==> config.mk <==
export PLATFORM = sky130hd
export DESIGN_NAME = softmax_norm
export DESIGN_NICKNAME = d
export VERILOG_FILES = /design/src/hdl/norm_pkg.sv /design/src/hdl/softmax_norm.sv /design/src/hdl/norm_collect.sv /design/src/hdl/norm_dispatch.sv /design/src/hdl/divider.sv
export SDC_FILE = /design/constraint.sdc
export NUM_CORES = 1
export LEC_CHECK = 0
export BUFFER_PORTS_ARGS = -buffer_cell sky130_fd_sc_hd__buf_2
export CAP_MARGIN = 20
export CORE_ASPECT_RATIO = 1.5
export CORE_MARGIN = 4
export CORE_UTILIZATION = 28
export DETAILED_ROUTE_END_ITERATION = 6
export PLACE_DENSITY_LB_ADDON = 0.25
export SYNTH_ARGS = -nofsm -noshare
export SYNTH_HDL_FRONTEND = slang
export SYNTH_SLANG_ARGS = --single-unit
==> constraint.sdc <==
create_clock -name I_CLK -period 5.3 [get_ports I_CLK]
set_clock_uncertainty 0.05 [all_clocks]
set_input_delay 0.795 -clock I_CLK [delete_from_list [all_inputs] [get_ports I_CLK]]
set_output_delay 0.795 -clock I_CLK [all_outputs]
set_load 0.02 [all_outputs]
==> src/hdl/norm_pkg.sv <==
`default_nettype none

////////////////////////////////////////
// softmax normalization stage types
////////////////////////////////////////
package norm_pkg;

    localparam int N_ELEM = 4;   // elements per vector
    localparam int ELEM_W = 12;  // unsigned exponent value
    localparam int IDX_W  = 2;   // element index
    localparam int QUO_W  = 16;  // divider operands and result

    // element i sits at bits [i*ELEM_W +: ELEM_W]
    typedef logic [N_ELEM-1:0][ELEM_W-1:0] norm_vec_t;

    ////////////////////////////////////////
    // divider lane
    ////////////////////////////////////////
    typedef struct packed {
        logic             start;     // level, held until vld
        logic [QUO_W-1:0] dividend;
        logic [QUO_W-1:0] divisor;
    } lane_req_t;

    typedef struct packed {
        logic             vld;       // one-cycle pulse
        logic [QUO_W-1:0] quotient;
    } lane_res_t;

    ////////////////////////////////////////
    // output stream
    ////////////////////////////////////////
    typedef struct packed {
        logic [IDX_W-1:0] idx;
        logic [QUO_W-1:0] prob;      // 8192 means 1.0
    } norm_out_t;

endpackage

`default_nettype wire
==> src/hdl/softmax_norm.sv <==
`timescale 1ns/1ps
`default_nettype none

module softmax_norm #(
    parameter int FRAC_W = 13
) (
    input  logic                I_CLK,
    input  logic                I_RST_N,
    input  logic                in_vld,
    input  norm_pkg::norm_vec_t in_vec,
    output logic                busy,
    output logic                out_vld,
    output norm_pkg::norm_out_t out_elem,
    output logic                done
);

    norm_pkg::lane_req_t req_even;
    norm_pkg::lane_req_t req_odd;
    norm_pkg::lane_res_t res_even;
    norm_pkg::lane_res_t res_odd;

    norm_dispatch u_dispatch (
        .I_CLK    (I_CLK),
        .I_RST_N  (I_RST_N),
        .in_vld   (in_vld),
        .in_vec   (in_vec),
        .res_even (res_even),
        .res_odd  (res_odd),
        .req_even (req_even),
        .req_odd  (req_odd),
        .busy     (busy)
    );

    ////////////////////////////////////////
    // two divider lanes, even and odd elements
    ////////////////////////////////////////
    divider #(
        .D_W    (norm_pkg::QUO_W),
        .FRAC_W (FRAC_W)
    ) lane_even (
        .I_CLK     (I_CLK),
        .I_RST_N   (I_RST_N),
        .div_start (req_even.start),
        .dividend  (req_even.dividend),
        .divisor   (req_even.divisor),
        .quotient  (res_even.quotient),
        .vld       (res_even.vld)
    );

    divider #(
        .D_W    (norm_pkg::QUO_W),
        .FRAC_W (FRAC_W)
    ) lane_odd (
        .I_CLK     (I_CLK),
        .I_RST_N   (I_RST_N),
        .div_start (req_odd.start),
        .dividend  (req_odd.dividend),
        .divisor   (req_odd.divisor),
        .quotient  (res_odd.quotient),
        .vld       (res_odd.vld)
    );

    norm_collect u_collect (
        .I_CLK    (I_CLK),
        .I_RST_N  (I_RST_N),
        .res_even (res_even),
        .res_odd  (res_odd),
        .out_vld  (out_vld),
        .out_elem (out_elem),
        .done     (done)
    );

endmodule

`default_nettype wire

==> src/hdl/norm_collect.sv <==
`timescale 1ns/1ps
`default_nettype none

module norm_collect (
    input  logic                I_CLK,
    input  logic                I_RST_N,
    input  norm_pkg::lane_res_t res_even,
    input  norm_pkg::lane_res_t res_odd,
    output logic                out_vld,
    output norm_pkg::norm_out_t out_elem,
    output logic                done
);

    localparam int PAIR_W = norm_pkg::IDX_W - 1;
    localparam logic [norm_pkg::IDX_W-1:0] LAST_IDX = norm_pkg::IDX_W'(norm_pkg::N_ELEM - 1);

    logic [PAIR_W-1:0]          pair_q;
    logic [norm_pkg::IDX_W-1:0] idx_even;
    logic [norm_pkg::IDX_W-1:0] idx_odd;
    logic                       last_odd;
    logic                       hold_vld;
    logic [norm_pkg::QUO_W-1:0] hold_q;

    // index is 2*pair + lane
    assign idx_even = {pair_q, 1'b0};
    assign idx_odd  = {pair_q, 1'b1};
    assign last_odd = (idx_odd == LAST_IDX);

    ////////////////////////////////////////
    // strobes and pair count
    ////////////////////////////////////////
    always_ff @(posedge I_CLK or negedge I_RST_N) begin
        if (!I_RST_N) begin
            out_vld  <= 1'b0;
            done     <= 1'b0;
            hold_vld <= 1'b0;
            pair_q   <= '0;
        end else begin
            hold_vld <= res_odd.vld;
            out_vld  <= res_even.vld | hold_vld;
            done     <= hold_vld & last_odd;
            if (hold_vld) begin
                pair_q <= last_odd ? '0 : pair_q + 1'b1;  // wrap for next vector
            end
        end
    end

    ////////////////////////////////////////
    // payload
    ////////////////////////////////////////
    always_ff @(posedge I_CLK) begin
        if (res_odd.vld) begin
            hold_q <= res_odd.quotient;  // waits one cycle behind even
        end
        if (hold_vld) begin
            out_elem.idx  <= idx_odd;
            out_elem.prob <= hold_q;
        end else if (res_even.vld) begin
            out_elem.idx  <= idx_even;
            out_elem.prob <= res_even.quotient;
        end
    end

endmodule

`default_nettype wire

==> src/hdl/norm_dispatch.sv <==
`timescale 1ns/1ps
`default_nettype none

module norm_dispatch (
    input  logic                I_CLK,
    input  logic                I_RST_N,
    input  logic                in_vld,
    input  norm_pkg::norm_vec_t in_vec,
    input  norm_pkg::lane_res_t res_even,
    input  norm_pkg::lane_res_t res_odd,
    output norm_pkg::lane_req_t req_even,
    output norm_pkg::lane_req_t req_odd,
    output logic                busy
);

    localparam int QW     = norm_pkg::QUO_W;
    localparam int EW     = norm_pkg::ELEM_W;
    localparam int SUM_W  = norm_pkg::ELEM_W + norm_pkg::IDX_W;
    localparam int PAIR_W = norm_pkg::IDX_W - 1;
    localparam logic [PAIR_W-1:0] LAST_PAIR = PAIR_W'(norm_pkg::N_ELEM / 2 - 1);

    typedef enum logic [2:0] {
        s_idle,
        s_check,   // vector and sum registered
        s_run,     // both lanes dividing
        s_gap,
        s_tail     // last odd result still in the collector
    } state_t;

    state_t state;

    norm_pkg::norm_vec_t        vec_q;
    logic [SUM_W-1:0]           sum_q;
    logic [SUM_W-1:0]           in_sum;
    logic [PAIR_W-1:0]          pair_q;
    logic                       start_even;
    logic                       start_odd;
    logic                       got_even;
    logic                       got_odd;
    logic                       pair_done;
    logic [norm_pkg::IDX_W-1:0] idx_even;
    logic [norm_pkg::IDX_W-1:0] idx_odd;

    always_comb begin
        in_sum = '0;
        for (int i = 0; i < norm_pkg::N_ELEM; i++) begin
            in_sum = in_sum + SUM_W'(in_vec[i]);
        end
    end

    assign pair_done = (got_even | res_even.vld) & (got_odd | res_odd.vld);
    assign idx_even  = {pair_q, 1'b0};
    assign idx_odd   = {pair_q, 1'b1};

    // operands stay put for the whole pair
    assign req_even.start    = start_even;
    assign req_even.dividend = {{(QW-EW){1'b0}}, vec_q[idx_even]};
    assign req_even.divisor  = {{(QW-SUM_W){1'b0}}, sum_q};
    assign req_odd.start     = start_odd;
    assign req_odd.dividend  = {{(QW-EW){1'b0}}, vec_q[idx_odd]};
    assign req_odd.divisor   = {{(QW-SUM_W){1'b0}}, sum_q};

    always_ff @(posedge I_CLK) begin
        if (state == s_idle && in_vld) begin
            vec_q <= in_vec;
            sum_q <= in_sum;
        end
    end

    always_ff @(posedge I_CLK or negedge I_RST_N) begin
        if (!I_RST_N) begin
            state      <= s_idle;
            busy       <= 1'b0;
            pair_q     <= '0;
            start_even <= 1'b0;
            start_odd  <= 1'b0;
            got_even   <= 1'b0;
            got_odd    <= 1'b0;
        end else begin
            case (state)
                s_idle: begin
                    if (in_vld) begin
                        busy  <= 1'b1;
                        state <= s_check;
                    end
                end
                s_check: begin
                    if (sum_q == '0) begin
                        busy  <= 1'b0;  // nothing to normalize
                        state <= s_idle;
                    end else begin
                        start_even <= 1'b1;
                        start_odd  <= 1'b1;
                        state      <= s_run;
                    end
                end
                s_run: begin
                    if (res_even.vld) begin
                        start_even <= 1'b0;
                        got_even   <= 1'b1;
                    end
                    if (res_odd.vld) begin
                        start_odd <= 1'b0;
                        got_odd   <= 1'b1;
                    end
                    if (pair_done) begin
                        got_even <= 1'b0;
                        got_odd  <= 1'b0;
                        state    <= s_gap;
                    end
                end
                s_gap: begin
                    if (pair_q == LAST_PAIR) begin
                        pair_q <= '0;
                        state  <= s_tail;
                    end else begin
                        pair_q     <= pair_q + 1'b1;
                        start_even <= 1'b1;
                        start_odd  <= 1'b1;
                        state      <= s_run;
                    end
                end
                s_tail: begin
                    busy  <= 1'b0;  // done is on the output now
                    state <= s_idle;
                end
                default: begin
                    state <= s_idle;
                end
            endcase
        end
    end

endmodule

`default_nettype wire

==> src/hdl/divider.sv <==
`timescale 1ns/1ps
`default_nettype none

module divider #(
    parameter int D_W    = 16,
    parameter int FRAC_W = 13
) (
    input  logic           I_CLK,
    input  logic           I_RST_N,
    input  logic           div_start,  // hold high until vld
    input  logic [D_W-1:0] dividend,   // hold while div_start
    input  logic [D_W-1:0] divisor,    // hold while div_start
    output logic [D_W-1:0] quotient,
    output logic           vld
);

    localparam int A_W = D_W - 1 + FRAC_W;  // dividend magnitude after the shift
    localparam int K_W = $clog2(A_W);
    localparam logic [K_W-1:0] K_TOP = K_W'(A_W - 1);

    typedef enum logic [3:0] {
        s_idle  = 4'b0001,
        s_start = 4'b0010,
        s_calc  = 4'b0100,
        s_end   = 4'b1000
    } state_t;

    state_t state;

    logic           dvd_neg;
    logic           dvs_neg;
    logic           q_neg;
    logic [D_W-2:0] dvd_abs;
    logic [D_W-2:0] dvs_abs;
    logic [A_W-1:0] dvd_sh;
    logic [D_W-1:0] rem_q;
    logic [D_W-1:0] rem_sub;
    logic [D_W-1:0] rem_next;
    logic [A_W-1:0] quo_q;
    logic [A_W-1:0] quo_sgn;
    logic [K_W-1:0] k;      // current quotient bit
    logic           ge;
    logic           next_bit;

    ////////////////////////////////////////
    // operand magnitudes
    ////////////////////////////////////////
    assign dvd_neg = dividend[D_W-1];
    assign dvs_neg = divisor[D_W-1];
    assign dvd_abs = dvd_neg ? (~dividend[D_W-2:0] + 1'b1) : dividend[D_W-2:0];
    assign dvs_abs = dvs_neg ? (~divisor[D_W-2:0] + 1'b1) : divisor[D_W-2:0];
    assign dvd_sh  = {dvd_abs, {FRAC_W{1'b0}}};  // fraction bits below the integer part

    ////////////////////////////////////////
    // one trial subtraction per cycle
    ////////////////////////////////////////
    assign ge       = rem_q >= {1'b0, dvs_abs};
    assign rem_sub  = rem_q - {1'b0, dvs_abs};
    assign next_bit = (k != '0) ? dvd_sh[k - 1'b1] : 1'b0;
    assign rem_next = ge ? {rem_sub[D_W-2:0], next_bit} : {rem_q[D_W-2:0], next_bit};

    // sign back on, never a negative zero
    assign q_neg    = (quo_q != '0) & (dvd_neg ^ dvs_neg);
    assign quo_sgn  = q_neg ? (~quo_q + 1'b1) : quo_q;
    assign quotient = {q_neg, quo_sgn[D_W-2:0]};
    assign vld      = (state == s_end);

    always_ff @(posedge I_CLK or negedge I_RST_N) begin
        if (!I_RST_N) begin
            state <= s_idle;
            k     <= K_TOP;
        end else begin
            case (state)
                s_idle: begin
                    k <= K_TOP;
                    if (div_start) begin
                        state <= s_start;
                    end
                end
                s_start: begin
                    state <= div_start ? s_calc : s_idle;
                end
                s_calc: begin
                    if (!div_start) begin
                        state <= s_idle;  // request withdrawn, drop it
                    end else if (k == '0) begin
                        state <= s_end;
                    end else begin
                        k <= k - 1'b1;
                    end
                end
                s_end: begin
                    state <= s_idle;
                end
                default: begin
                    state <= s_idle;
                end
            endcase
        end
    end

    always_ff @(posedge I_CLK) begin
        if (state == s_start) begin
            rem_q <= {{(D_W-1){1'b0}}, dvd_sh[k]};  // top dividend bit first
            quo_q <= '0;
        end else if (state == s_calc) begin
            quo_q[k] <= ge;
            rem_q    <= rem_next;
        end
    end

endmodule

`default_nettype wire

==> results of run 1 <==
final cells by class:
cell class                 count  area (µm²)
inverter                      73         274
timing repair buffer          83         475
tap                          484         606
clock inverter                15         183
sequential                   187        4860
clock buffer                  17         425
multi-input combinational    740        5320
fill                        3835       24900
power breakdown:
part | internal [mW] | leakage [nW] | switching (mW) | total, mW
clock network | 0.637 | 0.289 | 0.658 | 1.30
logic | 0.957 | 2.70 | 1.31 | 2.26
registers | 1.83 | 1.73 | 0.234 | 2.06
total | 3.42 | 4.73 | 2.20 | 5.62
logic make-up (layout without fill, tap and decap cells):
group	count (synthesis)	after routing	synth area share, %
and+or+nand+nor	310	310	14.0
muxes	47	47	6.40
adders and majority gates	78	78	10.4
other	1	1	0.0355
AOI/OAI and AO/OA	260	260	15.3
buffers and inverters	113	188	4.25
DFF	187	187	46.0
xor gates and xnor gates	44	44	3.64
Yosys cell counts, types with 11 or more instances:
cell,n
nand3_1,30
mux4_2,16
nor2_1,95
dfxtp_1,61
xor2_1,17
ha_1,62
dfrtp_1,21
mux2i_1,26
o21ai_0,75
nand2_1,97
inv_1,72
clkbuf_1,30
a21oi_1,77
xnor2_1,27
edfxtp_1,95
nor3_1,11
a32oi_1,11
fa_1,16
nor2b_1,11
a311oi_1,11
registers in the layout (all words and copies together) (netlist names), 3 cells and up:
name,cells
lane_even.rem_q,16
lane_even.k,5
lane_even.quo_q,15
u_dispatch.sum_q,14
u_collect.hold_q,15
lane_odd.state,4
u_dispatch.state,3
u_dispatch.vec_q,48
lane_even.state,4
lane_odd.rem_q,16
lane_odd.quo_q,15
lane_odd.k,5
u_collect.out_elem,17
worst paths after layout:
check | startpoint | to | depth (start not counted)
worst max-delay path | in_vec[0] | u_dispatch.sum_q[12] | 16
min in group I_CLK | lane_odd.quo_q[8] | u_collect.hold_q[8] | 0
worst min register to register | lane_odd.quo_q[8] | u_collect.hold_q[8] | 0
worst max register to register | lane_odd.k[0] | lane_odd.rem_q[0] | 9
max in group asynchronous | I_RST_N | lane_odd.state[2] | 1
worst min-delay path | I_RST_N | u_collect.out_vld | 1
through the flow:
stage               hold WS [ns]  power (mW)
finish                     0.339        5.62
global route               0.387        6.00
CTS                        0.343        5.69
detailed placement         0.374        4.38
global placement           0.367        4.31
floorplan                  0.359        3.70
worst register-to-register path, delay by kind of cell (launching register included):
family | cells | cell delay [ns]
buffers and inverters | 1 | 0.35
adders and majority gates | 1 | 0.36
DFF | 1 | 0.68
AOI/OAI and AO/OA | 3 | 0.57
and+or+nand+nor | 3 | 0.66
muxes | 1 | 0.36
metal layers:
layer	track usage [%]	wire length, µm
met3	1.72	827
met2	24.1	14100
met4	6.91	1000
met5	0	0
met1	14.7	11100
cells in the final DEF, fill, tap and decap left out, drive strengths merged, types with 10 or more instances in the layout:
master	n
inv	77
o21ai	83
a311oi	11
dfrtp	21
nand3	30
clkinv	10
edfxtp	95
nor2b	11
fa	16
a21oi	77
clkbuf	17
xnor2	27
nand2	97
nor2	95
dfstp	10
ha	62
mux2i	26
xor2	17
a32oi	11
dfxtp	61
buf	83
mux4	16
a21o	10
nor3	11
==> metrics.csv, run 1 <==
metric,value,unit
finish.instance_area,0.0121,mm²
initial_core_util,28.6,%
ys.flop_type,edfxtp_1,
cts_max_path_buffers,2,
post_cts_buffers,0,
port_buffers,70,
min_period,4.42,ns
clock_sinks,187,
crit_arrival,4.57,ns
cts_tree,built,
grt_usage,13.1,%
synth_area_leaders,"edfxtp_1 27%, dfxtp_1 12%, ha_1 7.3%",
cp_slowest_stage_delay,0.46,ns
final_core_util,32.8,%
grt_max_degree,63,
ctsHoldBuffers,0,
maxCapViolations,0,
place_congestion,0.850,
cp_top_family,compound AO/OA/AOI/OAI gates,
final_max_slew_viol_count,0,
nets,1231,
final_antenna_net_count,0,
vias,7860,
die_x,167,µm
synth_cell_types,74,
syn_avg_cell_area,10.2,µm²
startpoint_type,input port,
finalCritPeriodShare,83.3,%
die_y,246,µm
syn_area,0.0106,mm²
initialDrtViolationCount,453,
num_io_pins,72,
synth_top_area_cell,edfxtp_1,
syn2layout_area_growth,14.9,%
numCtsBuffers,17,
antenna_found_initial,0,
yosys_warnings,0,
crit_chain,buf_2 -> ha_1 -> fa_1 -> a21o_1 -> a21oi_1 -> xor2_1 -> fa_1 -> inv_1 -> ha_1 -> a21oi_1 -> nor2b_1 -> a311o_1 -> a21o_1 -> a41o_1 -> o41a_1 -> xor2_1,
drc_errors,0,
synth-seq-cells,187,
endpoint_kind,register,
die_area,0.0410,mm²
firstDrtPassIters,5,
hold_viol,0,
grt_pass1_wl,42.4,mm
power_density,463,mW/mm²
critPathKind,input port to register,
grt_pass1_vias,7859,
required,5.45,ns
place_area,0.0115,mm²
root_buffer,clkbuf_16,
worst_pin_slew,0.965,ns
hold_path_class,input port to asynchronous set/reset pin,
core-area,0.0370,mm²
clkLatencyLatePin,0.45,ns
fin_ws,0.883,ns
post-place-ws,0.437,ns
slew_headroom,34.8,%
ys_seq_area_share,46.0,%
slowest_stage,fa_1,
ctsHtreeMaxLevel,4,
grt_overflow,0,
path_buf_inv,2,
crit_fanout,4,
wl,27.0,mm
stdcell_count,1599,
status,finished clean,
clk_pin_slew,0.08,ns
rows,86,
rsz0062_at_grt,false,
via_per_inst,4.92,
peakVddDrop,272,µV
dpl.hpwl,21.1,mm
synth_edf_count,95,
diodes,0,
finalSetupViolCount,0,
syn-num-nets,1169,
reg2reg_setup_slack,2.07,ns
timing.setup.tns,0,ns
cts_resized,0,
dp_cells,1566,
ys_async_sr_fraction,16.6,%
layout-drive-gt1-share,14.5,%
postSynthCellCount,1040,
synth_top_area_share,27.0,%
detail_route.wl_per_cell,16.9,µm
fmax,226,MHz
power_leakage,4.73,nW
No activity file was read; power rests on OpenSTA's default activity.
==> run 2, diff against run 1 <==
==> constraint.sdc (replaced) <==
create_clock -name I_CLK -period 4.15 [get_ports I_CLK]
set_clock_uncertainty 0.05 [all_clocks]
set_input_delay 0.6225 -clock I_CLK [delete_from_list [all_inputs] [get_ports I_CLK]]
set_output_delay 0.6225 -clock I_CLK [all_outputs]
set_load 0.02 [all_outputs]
==> metrics.csv, run 2 (synthesis results as in run 1) <==
metric,value,unit,change
status,finished clean,,
grt_usage,13.3,%,+0.18 points
rr_startpoint,u_dispatch.sum_q[0],,
worst_pin_slew,1.01,ns,+0.0406 ns
nets,1264,,+2.7%
final_max_slew_viol_count,0,,unchanged
root_buffer,clkbuf_16,,
finalSetupViolCount,0,,unchanged
ctsHtreeMaxLevel,4,,unchanged
rsz0062_at_grt,false,,
critPathLaunch,in_vec[3],,
swShare,38.2,%,-0.93 points
critPathKind,input port to register,,
core-area,0.0370,mm²,unchanged
die_x,167,µm,unchanged
startpoint_type,input port,,
max_flop_register,u_dispatch.vec_q,,
initial_core_util,28.6,%,unchanged
finalCritPeriodShare,94.8,%,
clk_pin_slew,0.08,ns,about the same
cts_tree,built,,
vias,7951,,+1.2%
ctsHoldBuffers,0,,unchanged
wl,27.0,mm,-0.19%
p_int,4.55,mW,+33%
die_y,246,µm,unchanged
slew_headroom,32.0,%,-2.7 points
clkLatencyLatePin,0.45,ns,about the same
place_area,0.0118,mm²,+2.3%
hold_path_class,input port to asynchronous set/reset pin,,
min_period,3.94,ns,
grt_pass1_vias,8076,,+2.8%
fmax,254,MHz,
power_density,591,mW/mm²,+28%
num_io_pins,72,,unchanged
cts_max_path_buffers,2,,unchanged
hold_viol,0,,unchanged
final_common_cell,nand2_1,,
firstDrtPassIters,5,,unchanged
endpoint_kind,register,,
power_leakage,4.91,nW,+3.9%
grt_pass1_wl,43.2,mm,+1.8%
drc_errors,0,,unchanged
pwr-share-comb,40.5,%,+0.2 points
largestRegisters,"u_dispatch.vec_q: 48 flops, u_collect.out_elem: 17 flops",,
p_sw,2.81,mW,+28%
required,4.30,ns,-1.15 ns
port_buffers,70,,unchanged
largest_register_ffs,48,,unchanged
clock_sinks,187,,unchanged
initialDrtViolationCount,375,,-17%
dpl.hpwl,21.3,mm,+1.0%
detail_route.wl_per_cell,16.5,µm,-2.2%
place_congestion,0.849,,about the same
grt_max_degree,63,,unchanged
peakVddDrop,405,µV,+49%
final_cell_mix,"97 x nand2_1, 95 x nor2_1, 95 x edfxtp_1, 76 x a21oi_1, 75 x o21ai_0",,
grt_overflow,0,,unchanged
crit_fanout,3,,-1
p_seq_share,35.6,%,-1.1 points
final_antenna_net_count,0,,unchanged
die_area,0.0410,mm²,unchanged
maxCapViolations,0,,unchanged
r2r_cells,9,,unchanged
layout-drive-gt1-share,17.5,%,+3.0 points
crit_arrival,4.08,ns,-0.49 ns
rows,86,,unchanged
syn2layout_area_growth,17.7,%,
finish.instance_area,0.0124,mm²,+2.5%
antenna_found_initial,0,,unchanged
final_core_util,33.6,%,+0.81 points
diodes,0,,unchanged
via_per_inst,4.87,,-0.89%
numCtsBuffers,17,,unchanged
clock_power_share,23.9,%,+0.9 points
## run 2: power groups by stage
stage	Combinational (mW)	Clock [mW]	Sequential, mW
floorplan	2.22	0	2.52
global placement	2.98	0	2.65
detailed placement	3.01	0	2.66
CTS	3.02	1.81	2.62
global route	3.33	1.89	2.66
finish	2.98	1.76	2.62
## run 2: final timing paths
path                                         to  slack, ns
max reg2reg                  lane_odd.rem_q[14]       1.14
min in group I_CLK         u_dispatch.vec_q[37]       0.32
max in group asynchronous     lane_odd.state[3]       3.39
max                        u_dispatch.sum_q[12]       0.21
min reg2reg                 u_collect.hold_q[5]       0.39
min                           u_collect.out_vld       0.16
## run 2: what timing repair did
item                       4_1_cts  5_1_grt
hold endpoints to repair         0        0
resized for setup                0        1
setup endpoints to repair        0        1
setup buffers                    0        0
## run 2: worst max-delay path, cell delays in order
cell and delay (ns):
buf_2 0.11, ha_1 0.30, and2_1 0.19, a221oi_2 0.27, nand2_1 0.10, xnor2_1 0.28
fa_1 0.47, ha_1 0.33, nor2b_1 0.14, a311o_1 0.34, a21o_1 0.22, a41o_1 0.25
o41a_1 0.32, xor2_1 0.15
## run 2: layout make-up
cell class | count | area (µm²)
fillers | 3820 | 24600
multi-input cells | 740 | 5360
flip-flops and latches | 187 | 4860
repair buffers | 116 | 699
well taps | 484 | 606
clock buffers | 19 | 464
inverters | 73 | 274
clock inverters | 13 | 188
## run 2: through the flow
| stage | setup WS, ns | total power [mW] | instances | hold slack, ns | setup TNS (ns) |
|---|---|---|---|---|---|
| 2_1_floorplan | 0.0206 | 4.74 | 1040 | 0.277 | 0 |
| 3_3_place_gp | -0.288 | 5.63 | 1599 | 0.366 | -0.558 |
| 3_5_place_dp | -0.292 | 5.67 | 1600 | 0.371 | -0.629 |
| 4_1_cts | 0.185 | 7.45 | 1632 | 0.171 | 0 |
| 5_1_grt | 0.0323 | 7.88 | 1632 | 0.211 | 0 |
| 6_report | 0.215 | 7.36 | 1632 | 0.163 | 0 |
## run 2: metal layers
layer  wire length (µm)  GRT usage [%]  vias to the layer above
met4                990           5.97                        0
met3                901           2.38                       38
met5                  0              0                        -
li1                   -              -                     3970
met2              14000           24.3                      146
met1              11000           15.1                     3797
==> run 3, diff against run 2 <==
--- a/config.mk
+++ b/config.mk
@@ -5,11 +5,12 @@
 export SDC_FILE = /design/constraint.sdc
 export NUM_CORES = 1
 export LEC_CHECK = 0
+export ABC_AREA = 1
 export BUFFER_PORTS_ARGS = -buffer_cell sky130_fd_sc_hd__buf_2
 export CAP_MARGIN = 20
 export CORE_ASPECT_RATIO = 1.5
 export CORE_MARGIN = 4
-export CORE_UTILIZATION = 28
+export CORE_UTILIZATION = 55
 export DETAILED_ROUTE_END_ITERATION = 6
 export PLACE_DENSITY_LB_ADDON = 0.25
 export SYNTH_ARGS = -nofsm -noshare
==> metrics.csv, run 3 <==
metric,value,unit,change
grt_max_degree,64,,+1.6%
die_y,183,µm,-25%
dpl.hpwl,20.7,mm,-3.1%
numCtsBuffers,17,,unchanged
syn_area,0.0113,mm²,+6.5%
synth_cell_types,52,,-30%
finalSetupViolCount,0,,unchanged
cpMostUsedCell,nand2_1,,
peakVddDrop,352,µV,-13%
power_density,520,mW/mm²,-12%
post-place-ws,0.223,ns,+0.515 ns
final_max_slew_viol_count,0,,unchanged
swShare,40.3,%,+2.1 points
max_flop_register,u_dispatch.vec_q,,
crit_fanout,4,,+1
p_sw,2.59,mW,-7.8%
power_leakage,6.20,nW,+26%
crit_chain,buf_2 -> ha_1 -> fa_1 -> nand3_1 -> nand2_1 -> xnor2_1 -> fa_1 -> inv_1 -> ha_1 -> a21oi_1 -> nand2_1 -> a21oi_1 -> o21ai_0 -> a21oi_1 -> inv_1 -> nand2_1 -> nand2_1,,
yosys-top-cells-count,"366 x nand2_1, 247 x inv_1, 129 x nand3_1",,
grt_pass1_wl,43.2,mm,about the same
initialDrtViolationCount,797,,+110%
min_period,3.50,ns,-0.434 ns
synth_most_common_cell,nand2_1,,
slowest_stage,fa_1,,
rows,63,,-27%
ys.flop_type,edfxtp_1,,
vias,9380,,+18%
final_cell_mix,"366 x nand2_1, 247 x inv_1, 129 x nand3_1, 95 x edfxtp_1, 84 x nor2_1",,
ctsHoldBuffers,0,,unchanged
detail_route.wl_per_cell,15.2,µm,-7.8%
ys_seq_area_share,43.2,%,-2.8 points
required,4.30,ns,about the same
r2r_cells,12,,+3
p_int,3.85,mW,-15%
cts_tree,built,,
synth_top_area_share,25.3,%,-1.7 points
clk_pin_slew,0.07,ns,about the same
cts_max_path_buffers,2,,unchanged
die_x,125,µm,-25%
port_buffers,70,,unchanged
firstDrtPassIters,5,,unchanged
drc_errors,0,,unchanged
yosys_warnings,0,,unchanged
hold_path_class,input port to asynchronous set/reset pin,,
synth_edf_count,95,,unchanged
total_power,6.44,mW,-13%
syn-num-nets,1539,,+32%
syn_avg_cell_area,7.99,µm²,-21%
post_cts_buffers,0,,unchanged
fillerInstances,1765,,-54%
synth_top_area_cell,edfxtp_1,,
p_seq_share,35.8,%,+0.2 points
largestRegisters,"u_dispatch.vec_q: 48 flops, u_collect.out_elem: 17 flops",,
pwr-share-comb,39.8,%,-0.7 points
crit_arrival,3.65,ns,-0.43 ns
largest_register_ffs,48,,unchanged
endpoint_kind,register,,
rsz0062_at_grt,false,,
grt_overflow,0,,unchanged
slew_headroom,48.5,%,+16 points
hold_viol,0,,unchanged
syn2layout_area_growth,10.0,%,
antenna_found_initial,0,,unchanged
clock_power_share,24.4,%,+0.5 points
grt_usage,23.5,%,+10 points
timing.setup.tns,0,ns,unchanged
ff_latch_area,0.00486,mm²,unchanged
wl,26.7,mm,-1.1%
final_core_util,62.1,%,+29 points
ctsHtreeMaxLevel,4,,unchanged
clock_sinks,187,,unchanged
synth_area_leaders,"edfxtp_1 25%, nand2_1 12%, dfxtp_1 11%",,
synth-seq-cells,187,,unchanged
worst_pin_slew,0.770,ns,-0.235 ns
fin_ws,0.649,ns,+0.434 ns
final_antenna_net_count,0,,unchanged
cp_slowest_stage_delay,0.49,ns,+0.02 ns
status,finished clean,,
place_congestion,0.953,,+12%
finalCritPeriodShare,84.4,%,-10 points
layout-drive-gt1-share,10.1,%,-7.4 points
clkLatencyLatePin,0.45,ns,about the same
root_buffer,clkbuf_16,,
multi_input_area,0.00530,mm²,-1.1%
cts_resized,0,,unchanged
die_area,0.0229,mm²,-44%
startpoint_type,input port,,
num_io_pins,72,,unchanged
core-area,0.0199,mm²,-46%
critPathKind,input port to register,,
via_per_inst,5.36,,+10%
ys_async_sr_fraction,16.6,%,unchanged
fmax,286,MHz,+12%
final_common_cell,nand2_1,,
diodes,0,,unchanged
nets,1606,,+27%
grt_pass1_vias,9233,,+14%
initial_core_util,56.5,%,+28 points
postSynthCellCount,1410,,+36%
maxCapViolations,0,,unchanged
[run 3: cell count changes after synthesis, sizes merged, moves of 12 or more]
cell | before | now
clkbuf | 30 | 4
inv | 72 | 249
nor3 | 11 | 24
mux2i | 26 | 2
mux4 | 16 | 0
buf | 10 | 26
xnor2 | 27 | 13
a21oi | 77 | 65
nand3 | 30 | 132
nand2 | 97 | 371
[run 3: power by group through the flow]
| stage | sequential (mW) | combinational (mW) | clock, mW |
|---|---|---|---|
| final | 2.31 | 2.56 | 1.57 |
| after global routing | 2.32 | 2.89 | 1.67 |
| after CTS | 2.30 | 2.55 | 1.59 |
| after detailed placement | 2.34 | 2.53 | 0 |
| after global placement | 2.34 | 2.49 | 0 |
| after floorplan | 2.28 | 2.08 | 0 |
[run 3: final timing paths]
path | from | endpoint | slack (ns)
max in group asynchronous | I_RST_N | u_dispatch.state[2] | 3.41
hold reg to reg | u_dispatch.start_odd | lane_odd.state[0] | 0.36
setup reg to reg | u_dispatch.sum_q[0] | lane_even.rem_q[12] | 1.51
setup / recovery | in_vec[0] | u_dispatch.sum_q[11] | 0.65
min in group I_CLK | in_vec[25] | u_dispatch.vec_q[25] | 0.31
hold / removal | I_RST_N | u_collect.out_vld | 0.17
[run 3: worst max-delay path: cells and delay by family]
| kind | cells | cell delay [ns] |
|---|---|---|
| buf+inv | 3 | 0.22 |
| xor+xnor | 1 | 0.15 |
| simple gates | 5 | 0.40 |
| fa+ha+maj | 4 | 1.50 |
| compound gates | 4 | 0.74 |
[run 3: cell families (layout without fill, tap and decap cells)]
| group | Yosys count | in the layout | share of synthesized area, % |
|---|---|---|---|
| and+or+nand+nor | 645 | 645 | 24.7 |
| adders and majority gates | 78 | 78 | 9.73 |
| AOI/OAI and AO/OA | 181 | 181 | 9.39 |
| DFF | 187 | 187 | 43.2 |
| other | 1 | 1 | 0.0333 |
| muxes | 2 | 2 | 0.178 |
| buffers and inverters | 280 | 360 | 9.97 |
| xor gates and xnor gates | 36 | 36 | 2.80 |
[run 3: final cells by class]
type                    instances  area share (%)
repair buffers                 78            3.31
well taps                     260            2.62
inverters                     250            7.59
clock inverters                11           0.777
flip-flops and latches        187            39.2
clock buffers                  21            3.73
multi-input cells             943            42.7
[run 3: per-stage QoR]
stage	std cells	hold WS [ns]	cell area (µm²)
finish	1750	0.168	12400
global route	1750	0.214	12400
CTS	1750	0.178	12400
detailed placement	1718	0.363	11800
global placement	1718	0.351	11800
floorplan	1410	0.277	11300
[run 3: metal layers]
| metal | up-vias | share of wire (%) | global-route usage, % |
|---|---|---|---|
| li1 | 4694 | - | - |
| met1 | 4361 | 39 | 25.8 |
| met2 | 255 | 51 | 43.0 |
| met3 | 70 | 4.9 | 4.11 |
| met4 | 0 | 5.1 | 12.8 |
| met5 | - | 0 | 0 |
